$ cat src/include/alu_defs.svh
`ifndef ALU_DEFS_SVH
`define ALU_DEFS_SVH

`define ALU_W       32  // Datapath width
`define CTRL_W      4   // Operation code width

// Single-cycle codes
`define OP_ADD      4'd0
`define OP_SUB      4'd1
`define OP_AND      4'd2
`define OP_OR       4'd3
`define OP_XOR      4'd4
`define OP_SLL      4'd5
`define OP_SRL      4'd6
`define OP_SRA      4'd7
`define OP_MULT_LO  4'd8
`define OP_MULT_HI  4'd9
`define OP_MULTU_LO 4'd10
`define OP_MULTU_HI 4'd11

// Codes served by the divider
`define OP_DIV      4'd12
`define OP_MOD      4'd13
`define OP_DIVU     4'd14
`define OP_MODU     4'd15

`define DIV_CYCLES  `ALU_W  // One quotient bit per cycle

`endif

$ cat src/design/divider.sv
`timescale 1ns/1ps
`default_nettype none

`include "alu_defs.svh"

module divider (
    input  logic              clk,
    input  logic              rst_n,
    input  logic              start,      // One-cycle pulse
    input  logic              sign_mode,  // 1 for DIV/MOD
    input  logic [`ALU_W-1:0] dividend,
    input  logic [`ALU_W-1:0] divisor,
    output logic [`ALU_W-1:0] quotient,
    output logic [`ALU_W-1:0] remainder,
    output logic              done
);

    localparam int MSB   = `ALU_W - 1;
    localparam int CNT_W = $clog2(`DIV_CYCLES + 1);

    logic [CNT_W-1:0] cnt;      // Steps left
    logic             busy;     // Shift-subtract phase
    logic             fin;      // Sign fixup cycle

    logic [`ALU_W-1:0] rem;     // Partial remainder
    logic [`ALU_W-1:0] quo;     // Dividend bits shift out, quotient bits shift in
    logic [`ALU_W-1:0] dsr;     // Divisor magnitude
    logic [`ALU_W-1:0] dvd_raw; // Original dividend for the special cases
    logic              neg_q;
    logic              neg_r;
    logic              div_zero;
    logic              ovf;     // Most negative / -1

    logic [`ALU_W:0]   shift_rem;  // Remainder with next dividend bit
    logic [`ALU_W:0]   diff;
    logic [`ALU_W-1:0] rem_next;
    logic [`ALU_W-1:0] quo_next;
    logic [`ALU_W-1:0] q_fix;
    logic [`ALU_W-1:0] r_fix;

    // One restoring step
    always_comb begin
        shift_rem = {rem, quo[MSB]};
        diff      = shift_rem - {1'b0, dsr};
        if (!diff[`ALU_W]) begin  // No borrow, subtract holds
            rem_next = diff[MSB:0];
            quo_next = {quo[MSB-1:0], 1'b1};
        end else begin            // Restore
            rem_next = shift_rem[MSB:0];
            quo_next = {quo[MSB-1:0], 1'b0};
        end
    end

    // Final signs, then the fixed rules on top
    always_comb begin
        q_fix = neg_q ? (~quo + 1'b1) : quo;
        r_fix = neg_r ? (~rem + 1'b1) : rem;
        if (div_zero) begin
            q_fix = '1;
            r_fix = dvd_raw;
        end else if (ovf) begin
            q_fix = dvd_raw;
            r_fix = '0;
        end
    end

    always_ff @(posedge clk or negedge rst_n) begin
        if (!rst_n) begin
            busy <= 1'b0;
            fin  <= 1'b0;
            done <= 1'b0;
            cnt  <= '0;
        end else begin
            done <= fin;  // Pulse right after fixup
            fin  <= 1'b0;
            if (start) begin
                busy <= 1'b1;
                cnt  <= CNT_W'(`DIV_CYCLES);
            end else if (busy) begin
                cnt <= cnt - 1'b1;
                if (cnt == CNT_W'(1)) begin  // Last step
                    busy <= 1'b0;
                    fin  <= 1'b1;
                end
            end
        end
    end

    // Datapath
    always_ff @(posedge clk) begin
        if (start) begin
            rem      <= '0;
            quo      <= (sign_mode && dividend[MSB]) ? (~dividend + 1'b1) : dividend;
            dsr      <= (sign_mode && divisor[MSB]) ? (~divisor + 1'b1) : divisor;
            dvd_raw  <= dividend;
            neg_q    <= sign_mode && (dividend[MSB] ^ divisor[MSB]);
            neg_r    <= sign_mode && dividend[MSB];  // Remainder follows dividend
            div_zero <= (divisor == '0);
            ovf      <= sign_mode && (dividend == {1'b1, {MSB{1'b0}}}) && (divisor == '1);
        end else if (busy) begin
            rem <= rem_next;
            quo <= quo_next;
        end
        if (fin) begin
            quotient  <= q_fix;
            remainder <= r_fix;
        end
    end

endmodule

`default_nettype wire

$ cat config.mk
export PLATFORM = sky130hd
export DESIGN_NAME = divider
export DESIGN_NICKNAME = d
export VERILOG_FILES = /design/src/design/divider.sv
export VERILOG_INCLUDE_DIRS = /design/src /design/src/include
export SDC_FILE = /design/constraint.sdc
export NUM_CORES = 1
export LEC_CHECK = 0
export BUFFER_PORTS_ARGS = -buffer_cell sky130_fd_sc_hd__buf_2
export CAP_MARGIN = 20
export CORE_MARGIN = 4
export CORE_UTILIZATION = 54
export CTS_CLUSTER_DIAMETER = 60
export CTS_CLUSTER_SIZE = 16
export DETAILED_ROUTE_END_ITERATION = 6
export PLACE_DENSITY = 0.77
export SYNTH_ARGS = -nofsm -noshare
export SYNTH_HDL_FRONTEND = slang
export SYNTH_SLANG_ARGS = --single-unit
$ cat constraint.sdc
create_clock -name clk -period 3.63 [get_ports clk]
set_clock_uncertainty 0.2 [all_clocks]
set_input_delay 0.5445 -clock clk [delete_from_list [all_inputs] [get_ports clk]]
set_output_delay 0.5445 -clock clk [all_outputs]
set_load 0.005 [all_outputs]
==> out/metrics.yaml, run 1 <==
worstSetupPathType: "reg2reg"
fp.dieH_um: 159
ir_worst_vdd_uv: 446
drc_errors: 0
syn_avg_cell_area_um2: 9.84
placed_area_um2: 13500
cap_violations: 0
synth_most_common_cell: "edfxtp_1"
antenna_found_initial: 1
synthFlopType: "edfxtp_1"
worstPathCellList: "or4_4, or3_4, or4_4, or2_1, or3_4, o31ai_2, xor2_1, o211ai_1"
max_freq_ghz: 0.283
yosys-top-cells-count: "edfxtp_1 (164), nand2_1 (125), nor2_1 (110)"
syn_area_um2: 12300
maxSlewHeadroom: 0.279
dp_slack_ns: -0.140
synth_top_family_by_area: "compound AO/OA/AOI/OAI gates"
synth_fa_ha_area_frac: 0.0414
wire_per_inst_um: 18.4
fillers: 1764
crit_end: "quotient[25]$_SDFFCE_PP1P_"
status: "finished, final reports clean"
dr.first_iter.drc_count: 814
yosysWarnings: 0
synthTopCellsByArea: "edfxtp_1 (40%), xor2_1 (6.5%), dfxtp_1 (5.2%)"
die_w_um: 159
ys_seq_area_frac: 0.472
port_buffers: 132
drt-total-wl_um: 31200
synth.ff_latch_count: 205
hp-class: "in2reg"
start_util: 0.555
finalCriticalPeriod_ns: 3.53
path_max_fanout: 5
arrival_ns: 3.54
final.setup.tns_ns: 0
cts-htree-levels: 1
timing.rr.end: "quotient[25]$_SDFFCE_PP1P_"
ioPinCount: 133
hpwl_um: 22600
yosys.area.top_type: "edfxtp_1"
ant_nets: 0
viasPerCell: 5.97
grt_pass1_wl_um: 49500
reg2reg_setup_slack_ns: 0.10
synthMuxAreaShare: 0.0305
grt-ovfl-total: 0
first_pass_iters: 5
path_clk_slew_ns: 0.07
synth_top_area_share: 0.401
cts_buffers: 19
dieArea_um2: 25200
finalCritPeriodShare: 0.972
netlist_instances: 1247
setup_viol: 0
p_total_mw: 6.82
design_area_um2: 14200
grt_pass1_vias: 9765
clk_latency_ns: 0.49
synth-edff-count: 164
track_usage: 0.235
synth_compound_area_frac: 0.163
multiInputGateArea_um2: 6050
gp_congestion: 0.888
cp-startpoint: "quo[8]$_DFFE_PP_"
fin_ws_ns: 0.102
synth_nets: 1355
ff_latch_area_um2: 5790
ctsRootBufferMaster: "clkbuf_16"
slew_viol_final: 0
synthToLayoutAreaGrowth_pct: 15.7
reg2reg_depth: 8
drive_gt1_frac: 0.173
cts_tree: "done"
vias: 10100
core_um2: 22100
clock_sinks: 205
synth_xor_area_frac: 0.108
p_leak_nw: 5.80
yosys.area_share.simple: 0.147
whs_ns: 0.0713
finalNetCount: 1508
worst_slew_pin_slew_ns: 1.08
critPathSlowestCell: "or4_4"
cpPeakStageDelay_ns: 0.57
end_kind: "flip-flop"
powerDensity_nw_per_um2: 481
grt_start_max_net_pins: 70
synth_cell_types: 65
fp-row-count: 54
clockBufferDepth: 3
r2r_start: "quo[8]$_DFFE_PP_"
async_reset_ff_frac: 0.0439
cp-start-kind: "flip-flop"
cp_data_required_time_ns: 3.64
report.final.hold_viol_count: 0
[critical path, delay by kind of cell, from the launching register on]
kind / cells / cell delay (ns)
simple gates: 5 / 2.13
flops: 1 / 0.44
xor+xnor: 1 / 0.18
compound gates: 2 / 0.31
[placed cells by master (no fill, tap or decap), types with 38 or more instances in the layout]
cell type and instances:
a21oi_1 82, buf_2 132, buf_4 55, edfxtp_1 164
ha_1 38, inv_1 59, nand2_1 125, nor2_1 110
o21ai_0 81, xnor2_1 60, xor2_1 91
[worst min-delay path by stage]
stage / startpoint / endpoint / slack, ns / cells past startpoint
after floorplan: rst_n / busy$_DFF_PN0_ / 0.05 / 0
after global placement: rst_n / done$_DFF_PN0_ / 0.20 / 1
after detailed placement: rst_n / done$_DFF_PN0_ / 0.20 / 1
after global routing: dividend[27] / dvd_raw[27]$_DFFE_PP_ / 0.05 / 1
final: dividend[27] / dvd_raw[27]$_DFFE_PP_ / 0.07 / 1
after CTS: dividend[27] / dvd_raw[27]$_DFFE_PP_ / 0.05 / 1
[sequential cells by signal, indices dropped and copies added, names as in the netlist, 6 cells and up]
name and flops:
dsr 32, dvd_raw 32, quo 32, quotient 32, rem 32, remainder 32
cnt 6
[per-layer routing]
metal	vias up	global-route usage	wire length, um
li1	4887	-	-
met1	4756	0.312	12900
met2	392	0.398	15000
met3	71	0.0285	2030
met4	0	0.0856	1240
met5	-	0	0
[final cells by class]
type,count,share of cell area
repair buffers,192,0.0807
well taps,280,0.0247
inverters,60,0.0159
diodes,1,0.000176
clock inverters,6,0.00388
flip-flops and latches,205,0.408
multi-input cells,922,0.427
clock buffers,27,0.0401
[cell families (layout without fill, tap and decap cells)]
kind of cell             Yosys count  count (layout)
XOR/XNOR                         151             151
AND/OR/NAND/NOR                  382             382
adder cells (fa/ha/maj)           40              40
AO/OA/AOI/OAI                    312             312
buffers and inverters            120             285
other                              0               1
flip-flops                       205             205
multiplexers                      37              37
[through the flow]
step | instances | utilization
after floorplan | 1247 | -
after global placement | 1653 | 0.610
after detailed placement | 1653 | 0.610
after CTS | 1687 | 0.639
after global routing | 1693 | 0.642
final | 1693 | 0.642
[power by group]
part           switching (mW)  total, mW  internal [mW]  leakage (nW)
Sequential              0.197       3.00           2.80          1.94
Clock                   0.899       2.02           1.12         0.304
Combinational            1.06       1.81          0.753          3.57
Total                    2.15       6.82           4.67          5.80
[timing repair]
action	CTS	global route
hold buffers	1	0
endpoints found under the setup margin	29	31
pin swaps	2	10
setup buffers	0	4
gates cloned	0	1
resized for setup	4	7
hold endpoints to repair	9	0
Note: power is estimated with default switching activity, not from simulation.
==> run 2: changes to the inputs <==
CORE_UTILIZATION = 55   (was 54)
PLACE_DENSITY = 0.75   (was 0.77)
SKIP_CTS_REPAIR_TIMING = 1   (was not set)
clock period = 3.8 ns   (was 3.63 ns; I/O delays follow)
==> run 2 against run 1 <==
Effect of this change: die area shrank 1.7%; core utilization shrank 0.20 points; routed wire length shrank 1.4%; via count shrank 1.2%; count of clock-buffer cells in the layout shrank 5; cell count shrank 1.5%; global-route usage grew 0.88 points.
==> out/metrics.yaml, run 2 (synthesized netlist as in run 1, its figures left out) <==
report.final.hold_viol_count: 0
gp_congestion: 0.895
grt_pass1_vias: 9335
fillers: 1799
fp-row-count: 54
core_um2: 21900
hp-class: "in2reg"
wire_per_inst_um: 18.4
viasPerCell: 5.98
p_total_mw: 6.58
cts_buffers: 20
power_frac_seq: 0.439
port_buffers: 132
cpPeakStageDelay_ns: 0.45
p_comb_frac: 0.249
critPathBufInv: 1
dp_slack_ns: -0.0240
setup_viol: 0
final_cell_mix: "edfxtp_1 (164), buf_2 (131), nand2_1 (125), nor2_1 (109), xor2_1 (91)"
cts-htree-levels: 1
maxSlewHeadroom: 0.391
finalNetCount: 1482
grt-ovfl-total: 0
ff_latch_area_um2: 5790
worst_slew_pin_slew_ns: 0.913
ant_nets: 0
ir_worst_vdd_uv: 343
status: "finished, final reports clean"
die_w_um: 157
cap_violations: 0
final_common_cell: "edfxtp_1"
dr.first_iter.drc_count: 811
path_delay_family: "compound AO/OA/AOI/OAI gates"
end_kind: "flip-flop"
antenna_found_initial: 0
drive_gt1_frac: 0.157
critPathSlowestCell: "dfxtp_1"
reg2reg_setup_slack_ns: 0.26
p_int_mw: 4.49
cp_data_required_time_ns: 4.01
synthToLayoutAreaGrowth_pct: 14.3
grt_start_max_net_pins: 70
cp-start-kind: "flip-flop"
hpwl_um: 22100
worstPathCellList: "ha_1, a21o_1, or3_1, o211ai_1, a2111oi_4, nor2_2, a21oi_1, a2111o_1, buf_12, or4_1, o311ai_0"
ioPinCount: 133
clk_latency_ns: 0.51
switchingPower_mw: 2.09
slew_viol_final: 0
powerDensity_nw_per_um2: 470
fp.dieH_um: 157
p_leak_nw: 5.69
path_clk_slew_ns: 0.08
clockBufferDepth: 3
multiInputGateArea_um2: 6040
rsz0062_at_grt: "false"
post-route-util: 0.640
first_pass_iters: 5
start_util: 0.560
clock_sinks: 205
max_freq_ghz: 0.282
vias: 9982
track_usage: 0.243
finalCriticalPeriod_ns: 3.54
path_max_fanout: 29
ctsRootBufferMaster: "clkbuf_16"
drc_errors: 0
grt_pass1_wl_um: 48700
dieArea_um2: 24800
finalCritPeriodShare: 0.933
drt-total-wl_um: 30700
arrival_ns: 3.75
fin_ws_ns: 0.256
p_clk_frac: 0.312
sw_frac_of_total: 0.318
cts_tree: "done"
worstSetupPathType: "reg2reg"
run 2: cell count changes in the layout (fill, tap and decap cells not counted), sizes merged:
| cell | delta |
|---|---|
| bufinv | +2 |
| clkinv | +1 |
| buf | -27 |
| clkbuf | -5 |
| clkinvlp | +2 |
| inv | +2 |
run 2: worst register-to-register path: cells and delay by family, from the launching register on:
family | cells | cell delay (ns)
and+or+nand+nor | 3 | 0.98
AOI/OAI and AO/OA | 6 | 1.29
adders and majority gates | 1 | 0.32
DFF | 1 | 0.45
buffers and inverters | 1 | 0.20
run 2: area by class of cell:
class                           instances  area share
Clock inverter                         13      0.0111
Timing Repair Buffer                  165      0.0677
Clock buffer                           22      0.0362
Antenna cell                            1    0.000178
Tap cell                              280      0.0250
Sequential cell                       205       0.413
Multi-Input combinational cell        922       0.431
Inverter                               60      0.0161
run 2: power by group through the flow:
stage	Sequential [mW]	Clock [mW]	Combinational, mW
global placement	2.93	0	1.57
floorplan	2.88	0	1.17
finish	2.89	2.05	1.64
global route	2.91	2.17	1.83
CTS	2.89	2.07	1.62
detailed placement	2.94	0	1.60
run 2: layer usage:
layer / track usage / share of wire / vias to the layer above / wire [um]
met3: 0.0294 / 0.061 / 54 / 1890
met1: 0.341 / 0.43 / 4757 / 13100
li1: - / - / 4839 / -
met5: 0 / 0 / - / 0
met4: 0.0762 / 0.032 / 0 / 981
met2: 0.399 / 0.48 / 332 / 14700
run 2: path summary, 6_finish.rpt:
check	start	endpoint	cells after the start
min in group asynchronous	rst_n	cnt[5]$_DFFE_PN0P_	2
min	dividend[21]	dvd_raw[21]$_DFFE_PP_	1
max reg2reg	rem[4]$_SDFFE_PP0P_	rem[1]$_SDFFE_PP0P_	11
max in group asynchronous	rst_n	fin$_DFF_PN0_	2
min reg2reg	cnt[5]$_DFFE_PN0P_	cnt[5]$_DFFE_PN0P_	2
max	rem[4]$_SDFFE_PP0P_	rem[1]$_SDFFE_PP0P_	11
run 2: metrics by stage:
| step | instances | hold slack, ns | TNS, ns | area, um^2 |
|---|---|---|---|---|
| finish | 1668 | 0.0711 | 0 | 14000 |
| global route | 1667 | 0.0579 | 0 | 14000 |
| CTS | 1665 | -0.308 | -0.406 | 14000 |
| detailed placement | 1630 | 0.227 | -0.0881 | 13300 |
| global placement | 1630 | 0.226 | 0 | 13300 |
| floorplan | 1247 | 0.0744 | 0 | 12300 |
