`src/include/alu_defs.svh`:
```
`ifndef ALU_DEFS_SVH
`define ALU_DEFS_SVH

`define ALU_W       32  // Datapath width
`define CTRL_W      4   // Operation code width

// Single-cycle codes
`define OP_ADD      4'd0
`define OP_SUB      4'd1
`define OP_AND      4'd2
`define OP_OR       4'd3
`define OP_XOR      4'd4
`define OP_SLL      4'd5
`define OP_SRL      4'd6
`define OP_SRA      4'd7
`define OP_MULT_LO  4'd8
`define OP_MULT_HI  4'd9
`define OP_MULTU_LO 4'd10
`define OP_MULTU_HI 4'd11

// Codes served by the divider
`define OP_DIV      4'd12
`define OP_MOD      4'd13
`define OP_DIVU     4'd14
`define OP_MODU     4'd15

`define DIV_CYCLES  `ALU_W  // One quotient bit per cycle

`endif

```
`src/design/alu_pkg.sv`:
```
`default_nettype none

`include "alu_defs.svh"

package alu_pkg;

    // Signed compare of a against b
    typedef enum logic [1:0] {
        CMP_EQ = 2'd0,
        CMP_LT = 2'd1,  // a < b
        CMP_GT = 2'd2   // a > b
    } cmp_t;

    // Request payload, 68 bits
    typedef struct packed {
        logic [`CTRL_W-1:0] ctrl;
        logic [`ALU_W-1:0]  a;
        logic [`ALU_W-1:0]  b;
    } alu_op_t;

    // Response payload, 34 bits
    typedef struct packed {
        logic [`ALU_W-1:0] out;
        cmp_t              comp;
    } alu_res_t;

endpackage

`default_nettype wire

```
`src/design/exec_ctrl.sv`:
```
`timescale 1ns/1ps
`default_nettype none

`include "alu_defs.svh"

module exec_ctrl import alu_pkg::*; (
    input  logic              clk,
    input  logic              rst_n,
    // Requester side
    input  logic              req,
    input  alu_op_t           op,
    output logic              ack,
    output alu_res_t          res,
    // To alu
    output alu_op_t           cur_op,  // Latched request
    input  logic [`ALU_W-1:0] alu_out,
    input  cmp_t              alu_comp,
    // Divider
    output logic              div_start,
    output logic              div_signed,
    input  logic [`ALU_W-1:0] div_q,
    input  logic [`ALU_W-1:0] div_r,
    input  logic              div_done
);

    typedef enum logic [2:0] {
        IDLE,      // Waiting for req
        EXEC,      // alu result ready, or divider kicked off
        DIV_WAIT,  // Divider running
        HOLD,      // ack high until req drops
        RELEASE    // Lower ack
    } state_t;

    state_t state;
    logic   is_div;    // Code served by divider
    logic   want_rem;  // MOD/MODU take remainder

    // Only place the divide codes are decoded
    always_comb begin
        is_div     = (cur_op.ctrl == `OP_DIV)  || (cur_op.ctrl == `OP_MOD) ||
                     (cur_op.ctrl == `OP_DIVU) || (cur_op.ctrl == `OP_MODU);
        div_signed = (cur_op.ctrl == `OP_DIV)  || (cur_op.ctrl == `OP_MOD);
        want_rem   = (cur_op.ctrl == `OP_MOD)  || (cur_op.ctrl == `OP_MODU);
    end

    assign div_start = (state == EXEC) && is_div;  // Single cycle, EXEC lasts one

    always_ff @(posedge clk or negedge rst_n) begin
        if (!rst_n) begin
            state <= IDLE;
            ack   <= 1'b0;
        end else begin
            case (state)
                IDLE: begin
                    if (req) state <= EXEC;
                end
                EXEC: begin
                    if (is_div) begin
                        state <= DIV_WAIT;
                    end else begin
                        state <= HOLD;
                        ack   <= 1'b1;  // Two edges after req seen
                    end
                end
                DIV_WAIT: begin
                    if (div_done) begin
                        state <= HOLD;
                        ack   <= 1'b1;
                    end
                end
                HOLD: begin
                    // Back-pressure: stay here as long as req is held
                    if (!req) state <= RELEASE;
                end
                RELEASE: begin
                    ack   <= 1'b0;  // req already seen low
                    state <= IDLE;
                end
                default: state <= IDLE;
            endcase
        end
    end

    // Payload registers
    always_ff @(posedge clk) begin
        if (state == IDLE && req) begin
            cur_op <= op;  // op stable while req high
        end
        if (state == EXEC && !is_div) begin
            res.out  <= alu_out;
            res.comp <= alu_comp;
        end
        if (state == DIV_WAIT && div_done) begin
            res.out  <= want_rem ? div_r : div_q;
            res.comp <= alu_comp;  // cur_op unchanged, compare still valid
        end
    end

endmodule

`default_nettype wire

```
`config.mk`:
```
export PLATFORM = sky130hd
export DESIGN_NAME = exec_ctrl
export DESIGN_NICKNAME = d
export VERILOG_FILES = /design/src/design/alu_pkg.sv /design/src/design/exec_ctrl.sv
export VERILOG_INCLUDE_DIRS = /design/src /design/src/include
export SDC_FILE = /design/constraint.sdc
export NUM_CORES = 1
export LEC_CHECK = 0
export BUFFER_PORTS_ARGS = -buffer_cell sky130_fd_sc_hd__buf_2
export CORE_MARGIN = 8
export CORE_UTILIZATION = 41
export DETAILED_ROUTE_END_ITERATION = 16
export HOLD_SLACK_MARGIN = 0.06
export PLACE_DENSITY = 0.92
export SYNTH_ARGS = -nofsm -noshare
export SYNTH_HDL_FRONTEND = slang
export SYNTH_SLANG_ARGS = --single-unit
export TNS_END_PERCENT = 100
```
`constraint.sdc`:
```
create_clock -name clk -period 10.5 [get_ports clk]
set_clock_uncertainty 0.05 [all_clocks]
set_input_delay 0.525 -clock clk [delete_from_list [all_inputs] [get_ports clk]]
set_output_delay 0.525 -clock clk [all_outputs]
set_load 0.02 [all_outputs]
```
==> tab_implementation.tex, run 1 <==
\begin{tabular}{lr}
\hline
Metric & Value \\
\hline
\multicolumn{2}{l}{\textbf{Synth}} \\
Count of warnings emitted by yosys & 0 \\
Combinational family with the most area after synthesis & simple AND/OR/NAND/NOR gates \\
Post-synthesis simple-gate area fraction & 0.111 \\
Mux cell area share after synthesis & 0.00285 \\
Syn avg cell area & $\sim$14 um\^{}2 \\
Flip-flop cell with the highest count after synthesis & edfxtp\_1 \\
Most used standard cells in the synthesized netlist & 102 x edfxtp\_1, 67 x nand2\_1, 37 x nor2\_1 \\
Top-count cell post-synth & edfxtp\_1 \\
Synth async-reset ratio & 0.0377 \\
Xor-xnor portion of the synthesized cell area & 0 \\
Synthesized Nets & 445 \\
Dominant cells by area after synthesis & edfxtp\_1 77\%, nand2\_1 6.4\%, a31oi\_1 5.1\% \\
Synth Area in Adders & 0 \\
Area share of the largest cell type after synthesis & 0.774 \\
Count of state elements after synthesis & 106 \\
Gate count after technology mapping & $\sim$280 \\
Cell taking the most area after synthesis & edfxtp\_1 \\
Synth Area in Compound Gates & 0.0623 \\
Synth unique cells & 21 \\
Syn Std Cell Area & about 0.0040 mm\^{}2 \\
Sequential element share of the synthesized area & 0.799 \\
Number of synthesized flops with an enable pin & 102 \\
\multicolumn{2}{l}{\textbf{Final layout}} \\
Final cell utilization of the core & 0.589 \\
Final-layout fill cell count & 786 \\
Net count, final & between 700 and 800 \\
Layout cells sized above 1 & 0.535 \\
Post-route cell area & 0.00562 mm\^{}2 \\
Final cell count without fillers & approximately 700 \\
Diode insertion count for antenna repair & 0 \\
Area Overhead vs Synth & 42.1\% \\
\multicolumn{2}{l}{\textbf{Global routing}} \\
Remaining global-route overflow & 0 \\
Number of global-route vias before repair & 3380 \\
Wire length of the first global-routing pass & 19000 um \\
Maximum number of pins on one net before global-route repair & 69 \\
Number of antenna violations at the first check in global routing & 1 \\
All-layer global routing usage & 0.195 \\
\multicolumn{2}{l}{\textbf{Setup path}} \\
Worst Setup Path Type & reg2reg \\
Startpoint class of the critical path & register \\
R2R depth & 3 \\
Highest fanout seen on the critical path & 66 \\
Required time at the endpoint of the critical path & 10.43 ns \\
Crit path arrival time & 2.48 ns \\
Nature of the critical path endpoint & register \\
\multicolumn{2}{l}{\textbf{Clocking}} \\
Number of cells upsized or downsized after cts & 0 \\
Clk Latency, worst-skew pair & about 0.35 ns \\
Number of levels in the clock H-tree & 3 \\
Clock tree from TritonCTS & yes \\
CTS hold repair buffers & 1 \\
Register clock-pin slew on the reported worst setup and hold paths & 0.11 ns \\
CTS max path bufs & 2 \\
Root buffer cell & clkbuf\_8 \\
CTS sink count & around 110 \\
CTS Buf Count & 9 \\
Post-CTS setup-driven buffer insertion count & 0 \\
\multicolumn{2}{l}{\textbf{Detailed routing}} \\
Number of vias in the routed layout & 3238 \\
Routed Wire Length & between 10000 and 15000 um \\
Initial DRC count & 240 \\
Post-route DRC violation count & 0 \\
Detailed-route wire length per cell & 19.3 um \\
Count of antenna-violating nets left after detailed routing & 0 \\
Iteration count of the initial detailed-routing pass & 4 \\
Vias per inst & 4.73 \\
\multicolumn{2}{l}{\textbf{Placement}} \\
Routability congestion estimate & 0.811 \\
Hpwl dp & 10600 um \\
Placed instance count & 668 \\
Post-DP Area & 0.00542 mm\^{}2 \\
Port bufs & 274 \\
\multicolumn{2}{l}{\textbf{STA}} \\
Sum of negative setup slack & 0 ns \\
Max-slew violation total from the final report & 0 \\
Min Hold Slack & 0.288 ns \\
Fin. Hold Viols & 0 \\
Fin crit period & 2.55 ns \\
Worst slew margin relative to its limit & 0.162 \\
Unrepaired setup endpoints after global routing & false \\
Setup violators final & 0 \\
Top achievable clock speed & 0.392 GHz \\
Share of the clock period used by the worst path after layout & 0.243 \\
Slew at the pin closest to its max-slew limit & 1.25 ns \\
\multicolumn{2}{l}{\textbf{Worst hold path}} \\
Hold Path Depth & 1 \\
Path class of the lowest-slack min-delay path & in2reg \\
\multicolumn{2}{l}{\textbf{Outcome}} \\
Run status & finished clean \\
\multicolumn{2}{l}{\textbf{Pwr}} \\
Leakage & 2.46 nW \\
Total power per unit cell area & 222 mW/mm\^{}2 \\
Worst VDD drop & 0.000157 V \\
\multicolumn{2}{l}{\textbf{Flow run}} \\
Max\_cap viols & 0 \\
\multicolumn{2}{l}{\textbf{Floorplan}} \\
Number of standard-cell rows in the floorplan & 36 \\
Width of the chip & 114 um \\
Die height & 114 um \\
Top-Level Pins & 275 \\
Initial Util & 0.414 \\
Area inside the core boundary & roughly 0.0095 mm\^{}2 \\
DIE AREA & 0.0130 mm\^{}2 \\
\hline
\end{tabular}
[kinds of logic after synthesis]
logic type             after synthesis
AOI/OAI and AO/OA                   40
buffers and inverters               17
DFF                                106
muxes                                1
and+or+nand+nor                    111
[final timing paths]
path | slack [ns] | startpoint | end
setup reg to reg | 7.95 | state[0]$_DFFE_PN0P_ | res[8]$_DFFE_PP_
hold / removal | 0.29 | op[57] | cur_op[57]$_DFFE_PP_
min in group asynchronous | 0.45 | rst_n | state[1]$_DFFE_PN0P_
hold reg to reg | 0.56 | ack$_DFFE_PN0P_ | ack$_DFFE_PN0P_
max in group asynchronous | 9.83 | rst_n | ack$_DFFE_PN0P_
setup / recovery | 7.95 | state[0]$_DFFE_PN0P_ | res[8]$_DFFE_PP_
[critical path, cell delays in order (launching register included)]
cell and delay (ns):
dfrtp_1 0.48, and4bb_2 0.34, buf_4 0.50, a31o_2 0.79
[power breakdown]
| group | switching [mW] | leakage (nW) | internal, mW |
|---|---|---|---|
| sequential | 0.0350 | 0.983 | 0.595 |
| combinational | 0.268 | 1.38 | 0.112 |
| clock | 0.148 | 0.0950 | 0.0915 |
[stage by stage]
step | setup slack (ns) | power [mW]
5_1_grt | 7.77 | 1.31
3_3_place_gp | 7.99 | 1.00
6_report | 7.95 | 1.25
3_5_place_dp | 7.90 | 1.02
2_1_floorplan | 2.22 | 0.882
4_1_cts | 7.93 | 1.26
[state kept, by name, summed over array words and instances (netlist names)]
register,count
cur_op,68
res,34
state,3
ack,1
[final cells by class]
cell class / count / area (um^2) / share of cell area
tap: 133 / 166 / 0.0296
clock inverter: 6 / 62.6 / 0.0111
multi-input combinational: 152 / 704 / 0.125
clock buffer: 9 / 124 / 0.0220
sequential: 106 / 3160 / 0.563
timing repair buffer: 277 / 1400 / 0.248
inverter: 1 / 3.75 / 0.000668
[placed cells by master (no fill, tap or decap), types with 2 or more instances in the layout]
master / Yosys / layout
a21oi_1: 3 / 3
a31oi_1: 32 / 32
buf_2: 10 / 274
buf_4: 1 / 2
clkbuf_8: 0 / 9
clkinv_4: 0 / 2
dfrtp_1: 4 / 4
edfxtp_1: 102 / 102
inv_6: 0 / 2
nand2_1: 67 / 67
nor2_1: 37 / 37
nor3_1: 2 / 2
o21ai_0: 3 / 3
[layer usage]
| layer | vias up | GRT usage | part of all wire |
|---|---|---|---|
| met5 | - | 0 | 0.00061 |
| met4 | 2 | 0.0692 | 0.011 |
| met3 | 12 | 0.0585 | 0.070 |
| met2 | 130 | 0.370 | 0.56 |
| met1 | 1547 | 0.197 | 0.35 |
| li1 | 1547 | - | - |
(Power assumes the default switching activity.)
==> run 2, diff against run 1 <==
- clock period: 10.5 -> 2.4 ns (I/O delays scaled with it)
==> tab_implementation.tex, run 2 (synthesized netlist as in run 1, its figures left out) <==
\begin{tabular}{lr}
\hline
Metric & Value \\
\hline
\multicolumn{2}{l}{\textbf{Outcome}} \\
Run status & finished clean \\
\multicolumn{2}{l}{\textbf{Clocking}} \\
CTS max path bufs & 2 (unchanged) \\
Register clock-pin slew on the reported worst setup and hold paths & 0.10 ns (about the same) \\
Number of levels in the clock H-tree & 3 (unchanged) \\
Number of cells upsized or downsized after cts & 0 (unchanged) \\
Root buffer cell & clkbuf\_8 \\
CTS Buf Count & 9 (unchanged) \\
Clk Latency, worst-skew pair & 0.35 ns (about the same) \\
CTS sink count & 106 (unchanged) \\
Clock tree from TritonCTS & yes \\
\multicolumn{2}{l}{\textbf{Setup path}} \\
Start of the worst register-to-register path & cur\_op[66]\$\_DFFE\_PP\_ \\
Startpoint class of the critical path & register \\
Required time at the endpoint of the critical path & 2.53 ns (-7.90 ns) \\
Slowest Stage Delay on Critical Path & 0.93 ns (+0.14 ns) \\
Crit Reg-Reg Endpoint & res[11]\$\_DFFE\_PP\_ \\
Number of buffers and inverters on the critical path & 0 (-1) \\
Highest fanout seen on the critical path & 32 (-52\%) \\
Worst Setup Path Type & reg2reg \\
Crit path arrival time & 2.13 ns (-0.35 ns) \\
Flop2flop setup slack & 0.40 ns (-7.54 ns) \\
Cell with the largest stage delay on the worst path & and3\_1 \\
Critical path cell sequence & and3\_1, nand2\_1, a31oi\_1 \\
Critical path's top delay family & simple AND/OR/NAND/NOR gates \\
R2R depth & 3 (unchanged) \\
Nature of the critical path endpoint & register \\
\multicolumn{2}{l}{\textbf{Floorplan}} \\
Initial Util & 0.414 (unchanged) \\
Top-Level Pins & 275 (unchanged) \\
DIE AREA & 0.0130 mm\^{}2 (unchanged) \\
Width of the chip & 114 um (unchanged) \\
Die height & 114 um (unchanged) \\
Number of standard-cell rows in the floorplan & 36 (unchanged) \\
Area inside the core boundary & 0.00955 mm\^{}2 (unchanged) \\
\multicolumn{2}{l}{\textbf{Final layout}} \\
Layout cells sized above 1 & 0.459 (-0.0765) \\
Final cell count without fillers & 779 (+14\%) \\
Final-layout fill cell count & 680 (-13\%) \\
Post-route cell area & 0.00658 mm\^{}2 (+17\%) \\
Area Overhead vs Synth & 66.3\% \\
Largest registers ranked by flip-flop count & cur\_op (68), res (34), state (3) \\
Final cell utilization of the core & 0.689 (+0.100) \\
Net count, final & 810 (+13\%) \\
Leading cell types in the layout, fill and taps excluded & 274 x buf\_2, 102 x edfxtp\_1, 92 x dlygate4sd3\_1 \\
Register with the highest flop count & cur\_op \\
Number of flip-flops under the largest register name & 68 (unchanged) \\
Most frequent standard cell in the layout excluding fill and tap cells & buf\_2 \\
\multicolumn{2}{l}{\textbf{Pwr}} \\
Leakage & 2.86 nW (+16\%) \\
Total power per unit cell area & 861 mW/mm\^{}2 (+290\%) \\
Total chip power & 5.66 mW (+350\%) \\
Worst VDD drop & 0.000816 V (+420\%) \\
\multicolumn{2}{l}{\textbf{STA}} \\
Fin. Hold Viols & 0 (unchanged) \\
Worst slew margin relative to its limit & 0.250 (+0.0879) \\
Share of the clock period used by the worst path after layout & 0.831 (+0.588) \\
Unrepaired setup endpoints after global routing & false \\
Setup violators final & 0 (unchanged) \\
Sum of negative setup slack & 0 ns (unchanged) \\
Max-slew violation total from the final report & 0 (unchanged) \\
Fin crit period & 2.00 ns (-0.556 ns) \\
Top achievable clock speed & 0.501 GHz (+28\%) \\
Slew at the pin closest to its max-slew limit & 1.12 ns (-0.128 ns) \\
\multicolumn{2}{l}{\textbf{Global routing}} \\
Wire length of the first global-routing pass & 21600 um (+13\%) \\
Number of global-route vias before repair & 4081 (+21\%) \\
Maximum number of pins on one net before global-route repair & 69 (unchanged) \\
Remaining global-route overflow & 0 (unchanged) \\
Number of antenna violations at the first check in global routing & 1 (unchanged) \\
All-layer global routing usage & 0.217 (+0.0218) \\
\multicolumn{2}{l}{\textbf{Worst hold path}} \\
Hold Path Depth & 3 (+2) \\
Path class of the lowest-slack min-delay path & in2reg \\
Endpoint, Worst Hold & res[25]\$\_DFFE\_PP\_ \\
Hold path startpoint & alu\_out[23] \\
\multicolumn{2}{l}{\textbf{Flow run}} \\
Max\_cap viols & 0 (unchanged) \\
\multicolumn{2}{l}{\textbf{Detailed routing}} \\
Iteration count of the initial detailed-routing pass & 4 (unchanged) \\
Count of antenna-violating nets left after detailed routing & 0 (unchanged) \\
Vias per inst & 4.79 (+1.1\%) \\
Initial DRC count & 316 (+32\%) \\
Detailed-route wire length per cell & 18.7 um (-2.9\%) \\
Post-route DRC violation count & 0 (unchanged) \\
Routed Wire Length & 14600 um (+11\%) \\
Number of vias in the routed layout & 3730 (+15\%) \\
\multicolumn{2}{l}{\textbf{Placement}} \\
Hpwl dp & 9800 um (-8.0\%) \\
Placed instance count & 670 (+0.30\%) \\
Port bufs & 274 (unchanged) \\
Routability congestion estimate & 0.891 (+9.9\%) \\
Post-DP Area & 0.00546 mm\^{}2 (+0.67\%) \\
\hline
\end{tabular}
[run 2: final cells by class]
cell class	instances	area, um^2	area share
Clock buffer	11	131	0.0200
Tap cell	133	166	0.0253
Sequential cell	106	3160	0.481
Antenna cell	1	2.50	0.000380
Clock inverter	5	63.8	0.00970
Inverter	1	3.75	0.000571
Timing Repair Buffer	370	2330	0.355
Multi-Input combinational cell	152	713	0.108
[run 2: repair_timing]
item	CTS	global route
buffers inserted	0	0
endpoints found under the hold margin	91	4
hold buffers	91	1
[run 2: worst max path at each step]
stage | from | end | slack (ns) | cells after the start
floorplan | state[0]$_DFFE_PN0P_ | cur_op[0]$_DFFE_PP_ | -0.82 | 2
global placement | cur_op[66]$_DFFE_PP_ | res[13]$_DFFE_PP_ | 0.58 | 3
detailed placement | cur_op[66]$_DFFE_PP_ | res[30]$_DFFE_PP_ | 0.47 | 3
CTS | cur_op[66]$_DFFE_PP_ | res[11]$_DFFE_PP_ | 0.44 | 3
global route | cur_op[66]$_DFFE_PP_ | res[11]$_DFFE_PP_ | 0.19 | 3
finish | cur_op[66]$_DFFE_PP_ | res[11]$_DFFE_PP_ | 0.40 | 3
[run 2: metal layers]
layer / up-vias / global-route usage / routed length (um)
met5: - / 0 / 0
met4: 0 / 0.104 / 412
met3: 30 / 0.0654 / 1250
met2: 186 / 0.414 / 8210
met1: 1783 / 0.206 / 4720
li1: 1731 / - / -
[run 2: report_power, final]
group	total, mW	switching [mW]	internal, mW
logic	1.79	1.17	0.613
registers	2.78	0.177	2.60
clock network	1.10	0.607	0.494
[run 2: metrics by stage]
| step | worst slack (ns) | hold WS (ns) |
|---|---|---|
| 2_1_floorplan | -0.823 | -0.226 |
| 3_3_place_gp | 0.578 | -0.117 |
| 3_5_place_dp | 0.471 | -0.120 |
| 4_1_cts | 0.436 | 0.0607 |
| 5_1_grt | 0.187 | 0.0604 |
| 6_report | 0.405 | 0.0782 |
[run 2: worst min-delay path, delay by kind of cell]
| kind | cells | cell delay [ns] |
|---|---|---|
| compound gates | 1 | 0.13 |
| buf+inv | 1 | 0.07 |
| simple gates | 1 | 0.03 |
==> run 3, diff against run 2 <==
- clock period: 2.4 -> 2.05 ns (I/O delays scaled with it)
==> tab_implementation.tex, run 3 <==
\begin{tabular}{lr}
\hline
Metric & Value \\
\hline
\multicolumn{2}{l}{\textbf{Outcome}} \\
Run status & aborted with a tool error \\
Stage at which the run stopped & clock tree synthesis (4\_1\_cts) \\
Tool error & [ERROR RSZ-0060] Max buffer count reached. \\
\multicolumn{2}{l}{\textbf{Synth}} \\
Top-count cell post-synth & edfxtp\_1 \\
Syn avg cell area & 14.4 um\^{}2 (unchanged) \\
Most used standard cells in the synthesized netlist & 102 x edfxtp\_1, 67 x nand2\_1, 37 x nor2\_1 \\
Area share of the largest cell type after synthesis & 0.774 (unchanged) \\
Sequential element share of the synthesized area & 0.799 (unchanged) \\
Count of warnings emitted by yosys & 0 (unchanged) \\
Gate count after technology mapping & 275 (unchanged) \\
Dominant cells by area after synthesis & edfxtp\_1 77\%, nand2\_1 6.4\%, a31oi\_1 5.1\% \\
Synth async-reset ratio & 0.0377 (unchanged) \\
Synthesized Nets & 445 (unchanged) \\
Count of state elements after synthesis & 106 (unchanged) \\
Synth unique cells & 21 (unchanged) \\
Number of synthesized flops with an enable pin & 102 (unchanged) \\
Syn Std Cell Area & 0.00396 mm\^{}2 (unchanged) \\
Cell taking the most area after synthesis & edfxtp\_1 \\
Flip-flop cell with the highest count after synthesis & edfxtp\_1 \\
\multicolumn{2}{l}{\textbf{Clocking}} \\
Number of cells upsized or downsized after cts & 0 (unchanged) \\
CTS sink count & 106 (unchanged) \\
CTS hold repair buffers & 138 (+52\%) \\
Root buffer cell & clkbuf\_8 \\
CTS Buf Count & 9 (unchanged) \\
Number of levels in the clock H-tree & 3 (unchanged) \\
CTS max path bufs & 2 (unchanged) \\
Post-CTS setup-driven buffer insertion count & 0 (unchanged) \\
\multicolumn{2}{l}{\textbf{Floorplan}} \\
Die height & 114 um (unchanged) \\
Top-Level Pins & 275 (unchanged) \\
Initial Util & 0.414 (unchanged) \\
Number of standard-cell rows in the floorplan & 36 (unchanged) \\
Width of the chip & 114 um (unchanged) \\
\multicolumn{2}{l}{\textbf{Placement}} \\
Routability congestion estimate & 0.852 (-4.4\%) \\
Port bufs & 274 (unchanged) \\
Placed instance count & 670 (unchanged) \\
Hpwl dp & 9810 um (+0.19\%) \\
\hline
\end{tabular}
-- run 3: per-stage QoR --
stage               area [um^2]   util  setup WS, ns  hold WS [ns]
floorplan                  3970      -         -1.17        -0.243
global placement           5490  0.574         0.229        -0.137
detailed placement         5490  0.574        0.0551        -0.139
-- run 3: cell families after synthesis --
family | count (synthesis) | synth area share
AND/OR/NAND/NOR | 111 | 0.111
buffers and inverters | 17 | 0.0240
AO/OA/AOI/OAI | 40 | 0.0623
flip-flops | 106 | 0.799
multiplexers | 1 | 0.00285
==> run 4, diff against run 3 <==
- CORE_UTILIZATION: 41 -> 40
- HOLD_SLACK_MARGIN: 0.06 -> default
- PLACE_DENSITY: 0.92 -> default
- PLACE_DENSITY_LB_ADDON: default -> 0.15
==> tab_implementation.tex, run 4 (synthesized netlist as in run 1, its figures left out) <==
\begin{tabular}{lr}
\hline
Metric & Value \\
\hline
\multicolumn{2}{l}{\textbf{Placement}} \\
Pre-CTS WS & 0.345 ns (+0.290 ns) \\
Post-DP Area & 0.00550 mm\^{}2 (+0.32\%) \\
Routability congestion estimate & 0.830 (-2.6\%) \\
Port bufs & 274 (unchanged) \\
\multicolumn{2}{l}{\textbf{Clocking}} \\
Clock tree from TritonCTS & yes \\
Number of levels in the clock H-tree & 3 (unchanged) \\
Register clock-pin slew on the reported worst setup and hold paths & 0.12 ns \\
CTS sink count & 106 (unchanged) \\
Clk Latency, worst-skew pair & around 0.36 ns \\
Root buffer cell & clkbuf\_8 \\
CTS Buf Count & 9 (unchanged) \\
CTS max path bufs & 2 (unchanged) \\
\multicolumn{2}{l}{\textbf{Global routing}} \\
Maximum number of pins on one net before global-route repair & slightly below 70 \\
All-layer global routing usage & 0.196 \\
Wire length of the first global-routing pass & 19900 um \\
Number of antenna violations at the first check in global routing & 0 \\
Remaining global-route overflow & 0 \\
Number of global-route vias before repair & 3760 \\
\multicolumn{2}{l}{\textbf{Pwr}} \\
Worst VDD drop & 0.000598 V \\
Leakage & 2.81 nW \\
Total power per unit cell area & between 1000 and 1500 mW/mm\^{}2 \\
\multicolumn{2}{l}{\textbf{Final layout}} \\
Largest registers ranked by flip-flop count & cur\_op (68), res (34), state (3) \\
Net count, final & 795 \\
Area Overhead vs Synth & 62.8\% \\
Register with the highest flop count & cur\_op \\
Most frequent standard cell in the layout excluding fill and tap cells & buf\_2 \\
Leading cell types in the layout, fill and taps excluded & 274 x buf\_2, 102 x edfxtp\_1, 73 x dlygate4sd3\_1 \\
Number of flip-flops under the largest register name & 68 \\
Post-route cell area & 0.00644 mm\^{}2 \\
Layout cells sized above 1 & 0.479 \\
\multicolumn{2}{l}{\textbf{STA}} \\
Setup violators final & 0 \\
Fin. Hold Viols & 0 \\
Fin crit period & 1.73 ns \\
Share of the clock period used by the worst path after layout & 0.846 \\
Slew at the pin closest to its max-slew limit & 0.359 ns \\
Top achievable clock speed & 0.577 GHz \\
Unrepaired setup endpoints after global routing & false \\
Minimum setup slack in the final design & around 0.32 ns \\
Max-slew violation total from the final report & 0 \\
Worst slew margin relative to its limit & 0.761 \\
\multicolumn{2}{l}{\textbf{Detailed routing}} \\
Detailed-route wire length per cell & 17.7 um \\
Routed Wire Length & 13500 um \\
Vias per inst & approximately 4.6 \\
Post-route DRC violation count & 0 \\
Iteration count of the initial detailed-routing pass & 4 \\
Number of vias in the routed layout & between 3000 and 4000 \\
Count of antenna-violating nets left after detailed routing & 0 \\
Initial DRC count & roughly 210 \\
\multicolumn{2}{l}{\textbf{Setup path}} \\
R2R depth & 3 \\
Highest fanout seen on the critical path & 28 \\
Nature of the critical path endpoint & register \\
Start of the worst register-to-register path & state[1]\$\_DFFE\_PN0P\_ \\
Flop2flop setup slack & $\sim$0.32 ns \\
Startpoint class of the critical path & register \\
Crit Reg-Reg Endpoint & res[4]\$\_DFFE\_PP\_ \\
Crit path arrival time & 1.75 ns \\
Required time at the endpoint of the critical path & between 2 and 2.5 ns \\
Worst Setup Path Type & reg2reg \\
\multicolumn{2}{l}{\textbf{Floorplan}} \\
Width of the chip & 115 um (+1.1\%) \\
DIE AREA & 0.0133 mm\^{}2 \\
Number of standard-cell rows in the floorplan & 36 (unchanged) \\
Initial Util & 0.409 (-0.00578) \\
Die height & 115 um (+1.1\%) \\
Area inside the core boundary & 0.00968 mm\^{}2 \\
Top-Level Pins & 275 (unchanged) \\
\multicolumn{2}{l}{\textbf{Flow run}} \\
Max\_cap viols & 0 \\
\multicolumn{2}{l}{\textbf{Worst hold path}} \\
Hold path startpoint & alu\_out[13] \\
Hold Path Depth & 3 \\
Endpoint, Worst Hold & res[15]\$\_DFFE\_PP\_ \\
Path class of the lowest-slack min-delay path & in2reg \\
\multicolumn{2}{l}{\textbf{Outcome}} \\
Run status & finished clean \\
\hline
\end{tabular}
[run 4: area by class of cell]
cell class	count	area (um^2)
repair buffers	355	2190
well taps	133	166
clock buffers	9	124
multi-input cells	152	713
flip-flops and latches	106	3160
clock inverters	7	80.1
diodes	1	2.50
fillers	743	3240
inverters	1	3.75
[run 4: repair_timing]
| item | CTS | global route |
|---|---|---|
| gates resized for setup | 0 | 0 |
| setup buffers | 0 | 0 |
| hold buffers | 73 | 0 |
| setup endpoints to repair | 0 | 0 |
| hold endpoints to repair | 75 | 0 |
[run 4: metal layers]
layer	routed length [um]	share of wire	track usage
met1	4840	0.36	0.201
met2	7450	0.55	0.372
met3	1070	0.079	0.0542
met4	173	0.013	0.0674
met5	0	0	0
[run 4: stage by stage]
step                setup TNS, ns  cells  power (mW)  hold WS, ns   util
finish                          0    764        6.64       0.0225  0.665
global route                    0    763        6.95       0.0157  0.665
CTS                             0    763        6.69      0.00388  0.665
detailed placement              0    674        5.30       -0.137  0.568
global placement                0    674        5.26       -0.141  0.568
floorplan                  -79.77    275        4.49       -0.243      -
[run 4: power breakdown]
part / total [mW] / leakage [nW] / internal (mW) / switching [mW]
sequential: 3.22 / 0.983 / 3.03 / 0.183
clock: 1.30 / 0.0998 / 0.489 / 0.808
combinational: 2.12 / 1.72 / 0.736 / 1.39
[run 4: worst max-delay path, stage by stage (launching register included)]
cell,delay [ns]
dfrtp_1,0.57
and4bb_2,0.31
a31o_2,0.26
buf_12,0.24
[run 4: how the worst max path moves through the flow]
stage	endpoint	from
2_1_floorplan	cur_op[0]$_DFFE_PP_	state[0]$_DFFE_PN0P_
3_3_place_gp	res[32]$_DFFE_PP_	state[0]$_DFFE_PN0P_
3_5_place_dp	res[30]$_DFFE_PP_	state[0]$_DFFE_PN0P_
4_1_cts	res[4]$_DFFE_PP_	state[1]$_DFFE_PN0P_
5_1_grt	res[16]$_DFFE_PP_	state[1]$_DFFE_PN0P_
6_report	res[4]$_DFFE_PP_	state[1]$_DFFE_PN0P_
